**src/include/core_defines.svh**
```systemverilog
`ifndef CORE_DEFINES_SVH
`define CORE_DEFINES_SVH

// datapath and program counter width
`define CORE_DATA_W 32
// register number width
`define CORE_REG_AW 5

// primary opcodes
`define OP_SPECIAL 6'h00
`define OP_BEQ     6'h04
`define OP_BNE     6'h05
`define OP_ADDIU   6'h09
`define OP_ANDI    6'h0c
`define OP_ORI     6'h0d
`define OP_LUI     6'h0f

// function codes under OP_SPECIAL
`define FN_SLL     6'h00
`define FN_ADDU    6'h21
`define FN_SUBU    6'h23
`define FN_AND     6'h24
`define FN_OR      6'h25
`define FN_XOR     6'h26
`define FN_SLT     6'h2a

`endif

```
**src/hdl/core_pkg.sv**
```systemverilog
`include "core_defines.svh"

package core_pkg;

    // register-register layout
    typedef struct packed {
        logic [5:0]              opcode;
        logic [`CORE_REG_AW-1:0] rs;
        logic [`CORE_REG_AW-1:0] rt;
        logic [`CORE_REG_AW-1:0] rd;
        logic [4:0]              shamt;
        logic [5:0]              funct;
    } rTypeFields;

    // immediate layout
    typedef struct packed {
        logic [5:0]              opcode;
        logic [`CORE_REG_AW-1:0] rs;
        logic [`CORE_REG_AW-1:0] rt;
        logic [15:0]             imm16;
    } iTypeFields;

    // one instruction word, two views of it
    typedef union packed {
        rTypeFields r;
        iTypeFields i;
    } instrWord;

    // operations the execute ALU knows
    typedef enum logic [2:0] {
        aluAdd = 3'd0,
        aluSub = 3'd1,
        aluAnd = 3'd2,
        aluOr  = 3'd3,
        aluXor = 3'd4,
        aluSlt = 3'd5,
        aluSll = 3'd6,
        aluLui = 3'd7
    } aluOp;

endpackage

```
**src/hdl/registerFile.sv**
```systemverilog
`timescale 1ns/1ns
`include "core_defines.svh"

module registerFile (
    input  logic                    clk,
    input  logic                    reset,
    input  logic [`CORE_REG_AW-1:0] rsAddr,
    input  logic [`CORE_REG_AW-1:0] rtAddr,
    output logic [`CORE_DATA_W-1:0] rsData,
    output logic [`CORE_DATA_W-1:0] rtData,
    input  logic                    wrEn,
    input  logic [`CORE_REG_AW-1:0] wrAddr,
    input  logic [`CORE_DATA_W-1:0] wrData
);
    // register zero is not stored
    logic [`CORE_DATA_W-1:0] regs [1:31];

    always_ff @(posedge clk) begin
        if (reset) begin
            for (int i = 1; i < 32; i++) begin
                regs[i] <= '0;
            end
        end else if (wrEn && wrAddr != '0) begin
            regs[wrAddr] <= wrData;
        end
    end

    // write data bypasses the array on an address match
    always_comb begin
        if (rsAddr == '0) begin
            rsData = '0;
        end else if (wrEn && wrAddr == rsAddr) begin
            rsData = wrData;
        end else begin
            rsData = regs[rsAddr];
        end
        if (rtAddr == '0) begin
            rtData = '0;
        end else if (wrEn && wrAddr == rtAddr) begin
            rtData = wrData;
        end else begin
            rtData = regs[rtAddr];
        end
    end

endmodule

```
**src/hdl/decodeStage.sv**
```systemverilog
`timescale 1ns/1ns
`include "core_defines.svh"

module decodeStage import core_pkg::*; (
    input  logic [`CORE_DATA_W-1:0] instr,
    input  logic [`CORE_DATA_W-1:0] pc,
    input  logic                    instrValid,
    output logic [`CORE_REG_AW-1:0] rsAddr,
    output logic [`CORE_REG_AW-1:0] rtAddr,
    input  logic [`CORE_DATA_W-1:0] rsData,
    input  logic [`CORE_DATA_W-1:0] rtData,
    output logic                    validD,
    output logic [`CORE_DATA_W-1:0] pcD,
    output logic [`CORE_DATA_W-1:0] rd1D,
    output logic [`CORE_DATA_W-1:0] rd2D,
    output logic [`CORE_REG_AW-1:0] rsD,
    output logic [`CORE_REG_AW-1:0] rtD,
    output logic [`CORE_REG_AW-1:0] destD,
    output logic [`CORE_DATA_W-1:0] immD,
    output logic [4:0]              shamtD,
    output aluOp                    aluOpD,
    output logic                    useImmD,
    output logic                    regWriteD,
    output logic                    isBranchD,
    output logic                    branchNeD,
    output logic                    illegalD
);
    instrWord                word;
    logic [`CORE_DATA_W-1:0] signImm;
    logic [`CORE_DATA_W-1:0] zeroImm;
    logic                    known;
    logic                    writes;
    logic                    rDest;
    logic                    branch;
    logic                    branchNe;

    assign word = instr;

    // register fields from the R view, immediate from the I view
    assign rsAddr  = word.r.rs;
    assign rtAddr  = word.r.rt;
    assign signImm = {{(`CORE_DATA_W-16){word.i.imm16[15]}}, word.i.imm16};
    assign zeroImm = {{(`CORE_DATA_W-16){1'b0}}, word.i.imm16};

    always_comb begin
        known   = 1'b1;
        writes  = 1'b1;
        rDest   = 1'b0;
        branch   = 1'b0;
        branchNe = 1'b0;
        aluOpD  = aluAdd;
        useImmD = 1'b0;
        immD    = signImm;
        case (word.r.opcode)
            `OP_SPECIAL: begin
                rDest = 1'b1;
                case (word.r.funct)
                    `FN_ADDU: aluOpD = aluAdd;
                    `FN_SUBU: aluOpD = aluSub;
                    `FN_AND:  aluOpD = aluAnd;
                    `FN_OR:   aluOpD = aluOr;
                    `FN_XOR:  aluOpD = aluXor;
                    `FN_SLT:  aluOpD = aluSlt;
                    `FN_SLL:  aluOpD = aluSll;
                    default:  known = 1'b0;
                endcase
            end
            `OP_ADDIU: useImmD = 1'b1;
            `OP_ANDI: begin
                useImmD = 1'b1;
                aluOpD  = aluAnd;
                immD    = zeroImm;
            end
            `OP_ORI: begin
                useImmD = 1'b1;
                aluOpD  = aluOr;
                immD    = zeroImm;
            end
            `OP_LUI: begin
                useImmD = 1'b1;
                aluOpD  = aluLui;
                immD    = {word.i.imm16, 16'h0000};
            end
            `OP_BEQ: begin
                branch = 1'b1;
                writes = 1'b0;
            end
            `OP_BNE: begin
                branch   = 1'b1;
                branchNe = 1'b1;
                writes   = 1'b0;
            end
            default: known = 1'b0;
        endcase
    end

    assign validD = instrValid;
    assign pcD    = pc;
    assign rd1D   = rsData;
    assign rd2D   = rtData;
    assign rsD    = word.r.rs;
    assign rtD    = word.r.rt;
    assign shamtD = word.r.shamt;
    assign destD  = rDest ? word.r.rd : word.i.rt;

    // invalid slot leaves every control low
    assign regWriteD = instrValid & known & writes;
    assign isBranchD = instrValid & known & branch;
    assign branchNeD = instrValid & known & branchNe;
    assign illegalD  = instrValid & ~known;

endmodule

```
**src/hdl/idExRegister.sv**
```systemverilog
`timescale 1ns/1ns
`include "core_defines.svh"

module idExRegister import core_pkg::*; (
    input  logic                    clk,
    input  logic                    reset,
    input  logic                    stall,
    input  logic                    flush,
    input  logic                    validD,
    input  logic [`CORE_DATA_W-1:0] pcD,
    input  logic [`CORE_DATA_W-1:0] rd1D,
    input  logic [`CORE_DATA_W-1:0] rd2D,
    input  logic [`CORE_REG_AW-1:0] rsD,
    input  logic [`CORE_REG_AW-1:0] rtD,
    input  logic [`CORE_REG_AW-1:0] destD,
    input  logic [`CORE_DATA_W-1:0] immD,
    input  logic [4:0]              shamtD,
    input  aluOp                    aluOpD,
    input  logic                    useImmD,
    input  logic                    regWriteD,
    input  logic                    isBranchD,
    input  logic                    branchNeD,
    input  logic                    illegalD,
    output logic                    validE,
    output logic [`CORE_DATA_W-1:0] pcE,
    output logic [`CORE_DATA_W-1:0] rd1E,
    output logic [`CORE_DATA_W-1:0] rd2E,
    output logic [`CORE_REG_AW-1:0] rsE,
    output logic [`CORE_REG_AW-1:0] rtE,
    output logic [`CORE_REG_AW-1:0] destE,
    output logic [`CORE_DATA_W-1:0] immE,
    output logic [4:0]              shamtE,
    output aluOp                    aluOpE,
    output logic                    useImmE,
    output logic                    regWriteE,
    output logic                    isBranchE,
    output logic                    branchNeE,
    output logic                    illegalE
);

    // flush has priority over stall, so a held slot can still be squashed
    always_ff @(posedge clk) begin
        if (reset || flush) begin
            validE    <= 1'b0;
            pcE       <= '0;
            rd1E      <= '0;
            rd2E      <= '0;
            rsE       <= '0;
            rtE       <= '0;
            destE     <= '0;
            immE      <= '0;
            shamtE    <= '0;
            aluOpE    <= aluAdd;
            useImmE   <= 1'b0;
            regWriteE <= 1'b0;
            isBranchE <= 1'b0;
            branchNeE <= 1'b0;
            illegalE  <= 1'b0;
        end else if (!stall) begin
            validE    <= validD;
            pcE       <= pcD;
            rd1E      <= rd1D;
            rd2E      <= rd2D;
            rsE       <= rsD;
            rtE       <= rtD;
            destE     <= destD;
            immE      <= immD;
            shamtE    <= shamtD;
            aluOpE    <= aluOpD;
            useImmE   <= useImmD;
            regWriteE <= regWriteD;
            isBranchE <= isBranchD;
            branchNeE <= branchNeD;
            illegalE  <= illegalD;
        end
    end

endmodule

```
**src/hdl/executeStage.sv**
```systemverilog
`timescale 1ns/1ns
`include "core_defines.svh"

module executeStage import core_pkg::*; (
    input  logic                    clk,
    input  logic                    reset,
    input  logic                    stall,
    input  logic                    validE,
    input  logic [`CORE_DATA_W-1:0] pcE,
    input  logic [`CORE_DATA_W-1:0] rd1E,
    input  logic [`CORE_DATA_W-1:0] rd2E,
    input  logic [`CORE_REG_AW-1:0] rsE,
    input  logic [`CORE_REG_AW-1:0] rtE,
    input  logic [`CORE_REG_AW-1:0] destE,
    input  logic [`CORE_DATA_W-1:0] immE,
    input  logic [4:0]              shamtE,
    input  aluOp                    aluOpE,
    input  logic                    useImmE,
    input  logic                    regWriteE,
    input  logic                    isBranchE,
    input  logic                    branchNeE,
    input  logic                    illegalE,
    output logic                    flush,
    output logic                    wbValid,
    output logic [`CORE_REG_AW-1:0] wbReg,
    output logic [`CORE_DATA_W-1:0] wbData,
    output logic                    redirectValid,
    output logic [`CORE_DATA_W-1:0] redirectPc,
    output logic                    illegalValid
);
    logic                    wbHeld;
    logic [`CORE_DATA_W-1:0] opA;
    logic [`CORE_DATA_W-1:0] opB;
    logic [`CORE_DATA_W-1:0] srcB;
    logic [`CORE_DATA_W-1:0] aluResult;
    logic [`CORE_DATA_W-1:0] target;
    logic                    taken;
    logic                    writeEn;

    // held write is always the newest value of wbReg
    assign opA  = (wbHeld && wbReg == rsE) ? wbData : rd1E;
    assign opB  = (wbHeld && wbReg == rtE) ? wbData : rd2E;
    assign srcB = useImmE ? immE : opB;

    always_comb begin
        case (aluOpE)
            aluAdd:  aluResult = opA + srcB;
            aluSub:  aluResult = opA - srcB;
            aluAnd:  aluResult = opA & srcB;
            aluOr:   aluResult = opA | srcB;
            aluXor:  aluResult = opA ^ srcB;
            aluSlt:  aluResult = {{(`CORE_DATA_W-1){1'b0}}, $signed(opA) < $signed(srcB)};
            aluSll:  aluResult = opB << shamtE;
            aluLui:  aluResult = srcB;
            default: aluResult = '0;
        endcase
    end

    // branch compare and target
    assign taken  = validE & isBranchE & (branchNeE ? (opA != opB) : (opA == opB));
    assign target = pcE + `CORE_DATA_W'd4 + {immE[`CORE_DATA_W-3:0], 2'b00};
    assign flush  = taken & ~stall;

    // register zero is never written
    assign writeEn = validE & regWriteE & (destE != '0);

    always_ff @(posedge clk) begin
        if (reset) begin
            wbValid       <= 1'b0;
            redirectValid <= 1'b0;
            illegalValid  <= 1'b0;
            wbHeld        <= 1'b0;
        end else if (stall) begin
            // pulses drop while the pipe is frozen
            wbValid       <= 1'b0;
            redirectValid <= 1'b0;
            illegalValid  <= 1'b0;
        end else begin
            wbValid       <= writeEn;
            redirectValid <= taken;
            illegalValid  <= validE & illegalE;
            if (writeEn) begin
                wbHeld <= 1'b1;
            end
        end
    end

    always_ff @(posedge clk) begin
        if (!stall && writeEn) begin
            wbReg  <= destE;
            wbData <= aluResult;
        end
        if (!stall && taken) begin
            redirectPc <= target;
        end
    end

endmodule

```
**src/hdl/coreTop.sv**
```systemverilog
`timescale 1ns/1ns
`include "core_defines.svh"

module coreTop import core_pkg::*; (
    input  logic                    clk,
    input  logic                    reset,
    input  logic                    stall,
    input  logic [`CORE_DATA_W-1:0] instr,
    input  logic [`CORE_DATA_W-1:0] pc,
    input  logic                    instrValid,
    output logic                    wbValid,
    output logic [`CORE_REG_AW-1:0] wbReg,
    output logic [`CORE_DATA_W-1:0] wbData,
    output logic                    redirectValid,
    output logic [`CORE_DATA_W-1:0] redirectPc,
    output logic                    illegalValid
);
    // register file read side
    logic [`CORE_REG_AW-1:0] rsAddr, rtAddr;
    logic [`CORE_DATA_W-1:0] rsData, rtData;

    // decode outputs
    logic                    validD, useImmD, regWriteD, isBranchD, branchNeD, illegalD;
    logic [`CORE_DATA_W-1:0] pcD, rd1D, rd2D, immD;
    logic [`CORE_REG_AW-1:0] rsD, rtD, destD;
    logic [4:0]              shamtD;
    aluOp                    aluOpD;

    // execute inputs
    logic                    validE, useImmE, regWriteE, isBranchE, branchNeE, illegalE;
    logic [`CORE_DATA_W-1:0] pcE, rd1E, rd2E, immE;
    logic [`CORE_REG_AW-1:0] rsE, rtE, destE;
    logic [4:0]              shamtE;
    aluOp                    aluOpE;

    logic flush;

    decodeStage u_decode (
        .instr, .pc, .instrValid, .rsAddr, .rtAddr, .rsData, .rtData,
        .validD, .pcD, .rd1D, .rd2D, .rsD, .rtD, .destD, .immD, .shamtD,
        .aluOpD, .useImmD, .regWriteD, .isBranchD, .branchNeD, .illegalD
    );

    // write port is fed by the writeback pulse
    registerFile u_regs (
        .clk, .reset, .rsAddr, .rtAddr, .rsData, .rtData,
        .wrEn(wbValid), .wrAddr(wbReg), .wrData(wbData)
    );

    idExRegister u_idEx (
        .clk, .reset, .stall, .flush,
        .validD, .pcD, .rd1D, .rd2D, .rsD, .rtD, .destD, .immD, .shamtD,
        .aluOpD, .useImmD, .regWriteD, .isBranchD, .branchNeD, .illegalD,
        .validE, .pcE, .rd1E, .rd2E, .rsE, .rtE, .destE, .immE, .shamtE,
        .aluOpE, .useImmE, .regWriteE, .isBranchE, .branchNeE, .illegalE
    );

    executeStage u_execute (
        .clk, .reset, .stall,
        .validE, .pcE, .rd1E, .rd2E, .rsE, .rtE, .destE, .immE, .shamtE,
        .aluOpE, .useImmE, .regWriteE, .isBranchE, .branchNeE, .illegalE,
        .flush, .wbValid, .wbReg, .wbData, .redirectValid, .redirectPc, .illegalValid
    );

endmodule

```
**config.mk**
```make
export PLATFORM = sky130hd
export DESIGN_NAME = coreTop
export DESIGN_NICKNAME = d
export VERILOG_FILES = /design/src/hdl/core_pkg.sv /design/src/hdl/registerFile.sv /design/src/hdl/decodeStage.sv /design/src/hdl/idExRegister.sv /design/src/hdl/executeStage.sv /design/src/hdl/coreTop.sv
export VERILOG_INCLUDE_DIRS = /design/src /design/src/include
export SDC_FILE = /design/constraint.sdc
export NUM_CORES = 2
export LEC_CHECK = 0
export BUFFER_PORTS_ARGS = -buffer_cell sky130_fd_sc_hd__buf_2
export CORE_ASPECT_RATIO = 0.7
export CORE_UTILIZATION = 66
export DETAILED_ROUTE_END_ITERATION = 12
export PLACE_DENSITY = 0.8
export SLEW_MARGIN = 5
export SYNTH_ARGS = -nofsm -noshare
export SYNTH_HDL_FRONTEND = slang
export SYNTH_SLANG_ARGS = --single-unit
```
**constraint.sdc**
```tcl
create_clock -name clk -period 10.1 [get_ports clk]
set_input_delay 0.505 -clock clk [delete_from_list [all_inputs] [get_ports clk]]
set_output_delay 0.505 -clock clk [all_outputs]
set_load 0.005 [all_outputs]
```
==> metrics <==
Post-synth EDFFs=approximately 1100; Root Driver=clkbuf_16; drt first pass iters=8; Flop pwr share=0.479; WL final=about 270000 um; initial drt markers=roughly 10000; mean area per synthesized cell=roughly 11 um^2; CTS tree=yes; final hold violation count=0; P_sw=around 0.0034 W; design area=~0.08 mm^2; CTS sink count=around 1300; H-tree depth=3; Max Freq=~0.15 GHz; Die ar.=between 0.1 and 0.15 mm^2; synthesized cell area=about 0.075 mm^2; Worst Setup End Kind=register; critical path required time=approximately 11 ns; Worst path depth=16; Synth warnings=0; Worst Max-Slew Pin Slew=~1.6 ns; Avg WL per Cell=33.3 um; MaxCap Viol Count=2; critical path class=register to register; Max Root-Sink Buffers=3; Async S/R FF share, synth=0; Layout Nets=between 6000 and 7000; outcome=finished, violations left; Area growth syn-to-layout=7.77%; vias=59100; post_cts resized=0; Slew Limit Fails=4; Worst Hold Class=input port to register; total setup buffers inserted after CTS=0; post-route core utilization=0.722; Via density=between 7 and 8; Synth Flop Type=edfxtp_1; Buffers & Inverters on Critical Path=2; Clk pwr share=0.370; RSZ-0062 raised after global routing=no; Max-slew headroom=-0.0429; largest net degree at the start of global routing=between 150 and 200; Worst setup SP type=register; PD cells=about 150 mW/mm^2; drt drc=0; Critical Path Max Stage Delay=roughly 0.76 ns; Switching Fraction=0.275; die width=approximately 400 um; Initial Util=0.670; Lkg Pwr=around 31 nW; vias in the first global route=between 50000 and 60000; Skew-Pair Late Insertion Delay=0.76 ns; Routed Antenna Nets=0; Crit Path Max Fanout=24; CP delay by family, top=compound AO/OA/AOI/OAI gates; Filler cells=~7500; Worst VDD drop=approximately 0.00015 V; Syn Inst Count=roughly 6500; GRT Total Usage=0.458; Max Clock Skew=~0.019 ns; Int Pwr=0.00900 W; Rows=around 100; initial antenna violation count=20; I/O Buffers=about 140; failing checks=capacitance limit, slew limit; Final TNS setup=0 ns; layout cell share with drive strength beyond 1=0.156; Tcrit/Tclk final=0.679; TritonCTS buffer count=118; GP Congestion=1.05; CP max stage cell=and3_2; Gate power share=0.151; Final setup viols=0; hold depth=3; Core Area=0.111 mm^2; Synth Register Bits=1254; post-DP HPWL=164000 um; total gr overflow=0; first-pass GRT wire length=382000 um; CP Cell Sequence=xor2_1, nor4_2, and3_2, buf_4, mux2i_1, inv_1, ha_1, and4b_1, a211oi_1, nand2_1, o31ai_1, a21oi_1, a211oi_2, o21ai_0, or3b_1, a311o_1; DP Area=0.0764 mm^2; die height=283 um; hold_buf cts=0; sequential share of the synthesized area=0.484; R2R depth=16; final worst path period need=roughly 6.9 ns; Yosys cell types=91; # IOs=140; Data arrival, critical path=~7.4 ns; CTS clk-pin slew, worst paths=approximately 0.070 ns
final timing paths:
kind | start | end | slack [ns]
setup / recovery | u_execute.wbReg[3] | u_execute.wbData[31] | 3.25
hold / removal | pc[17] | u_idEx.pcE[17] | 0.04
setup reg to reg | u_execute.wbReg[3] | u_execute.wbData[31] | 3.25
hold reg to reg | u_idEx.pcE[0] | u_execute.redirectPc[0] | 0.43
worst min-delay path: cells and delay by family:
kind	cells	cell delay, ns
AND/OR/NAND/NOR	1	0.11
buffers and inverters	1	0.07
multiplexers	1	0.05
area by class of cell:
type | instances | area, um^2 | area share
Sequential cell | 1254 | 36000 | 0.449
Multi-Input combinational cell | 4551 | 35800 | 0.446
Clock buffer | 156 | 3340 | 0.0416
Timing Repair Buffer | 314 | 2120 | 0.0264
Tap cell | 1508 | 1890 | 0.0235
Clock inverter | 64 | 554 | 0.00690
Inverter | 140 | 526 | 0.00654
Antenna cell | 11 | 27.5 | 0.000343
per-layer routing:
layer	vias up	wire [um]	track usage
met1	28600	95900	0.638
met2	5394	108000	0.627
li1	24100	-	-
met5	-	53	0
met3	1010	47100	0.180
met4	8	14600	0.218
logic make-up after synthesis:
family,synth area share
simple gates,0.139
compound gates,0.123
flops,0.484
mux,0.177
buf+inv,0.0401
fa+ha+maj,0.0265
xor+xnor,0.0115
other cells,0.0000503
state kept, by name, summed over array words and instances (netlist names), 3 cells and up:
name	flops
u_idEx.immE	32
u_idEx.aluOpE	3
u_execute.wbData	32
u_idEx.pcE	32
u_idEx.rd1E	32
u_idEx.rsE	5
u_idEx.rd2E	32
u_execute.wbReg	5
u_idEx.destE	5
u_idEx.rtE	5
u_execute.redirectPc	32
u_idEx.shamtE	5
u_regs.regs	1024
Yosys cell counts, drive strengths merged, types with 17 or more instances:
library cell	n	area share
mux2	134	0.020
a2111oi	19	0.0023
nand2	209	0.011
and2	1002	0.084
nand3	41	0.0028
xnor2	66	0.0079
mux2i	540	0.073
ha	153	0.026
a31oi	17	0.0014
edfxtp	1093	0.44
xor2	31	0.0036
dfxtp	161	0.043
a221oi	140	0.016
a211oi	28	0.0029
o22ai	31	0.0026
clkbuf	499	0.025
buf	121	0.0079
a21oi	433	0.029
inv	137	0.0069
a22oi	144	0.015
o211ai	146	0.015
o21ai	304	0.020
nor2b	25	0.0021
a21o	25	0.0025
nor3	174	0.012
or2	42	0.0035
nor2	310	0.016
mux4	277	0.084
power groups by stage:
stage	clock network [W]	logic, W	registers [W]
2_1_floorplan	0	0.00121	0.00598
3_3_place_gp	0	0.00175	0.00603
3_5_place_dp	0	0.00177	0.00604
4_1_cts	0.00457	0.00178	0.00593
5_1_grt	0.00475	0.00195	0.00596
6_report	0.00459	0.00188	0.00595
metrics by stage:
stage,hold slack [ns],setup WS [ns],std cells,total power (W)
3_3_place_gp,0.410,3.70,7767,0.00778
6_report,0.0385,3.25,7998,0.0124
4_1_cts,0.0140,3.63,7987,0.0123
2_1_floorplan,0.408,5.29,6565,0.00719
3_5_place_dp,0.417,3.67,7767,0.00781
5_1_grt,0.0502,2.98,7990,0.0127
layout by cell type, fill, tap and decap left out, drive strengths merged, types with 15 or more instances in the layout:
master   count
inv        149
mux2i      540
o211ai     146
dfxtp      161
and3        15
a22oi      144
a31oi       17
clkinv      46
xnor2       66
nor3       174
nand3       41
o21ai      304
and2      1002
conb        32
o22ai       31
mux4       277
a21oi      433
edfxtp    1093
a211oi      28
xor2        31
a21o        25
ha         153
nor2       310
or2         42
a221oi     140
a2111oi     19
buf        314
clkbuf     156
mux2       134
nand2      209
nor2b       25
No activity file was read; power rests on OpenSTA's default activity.
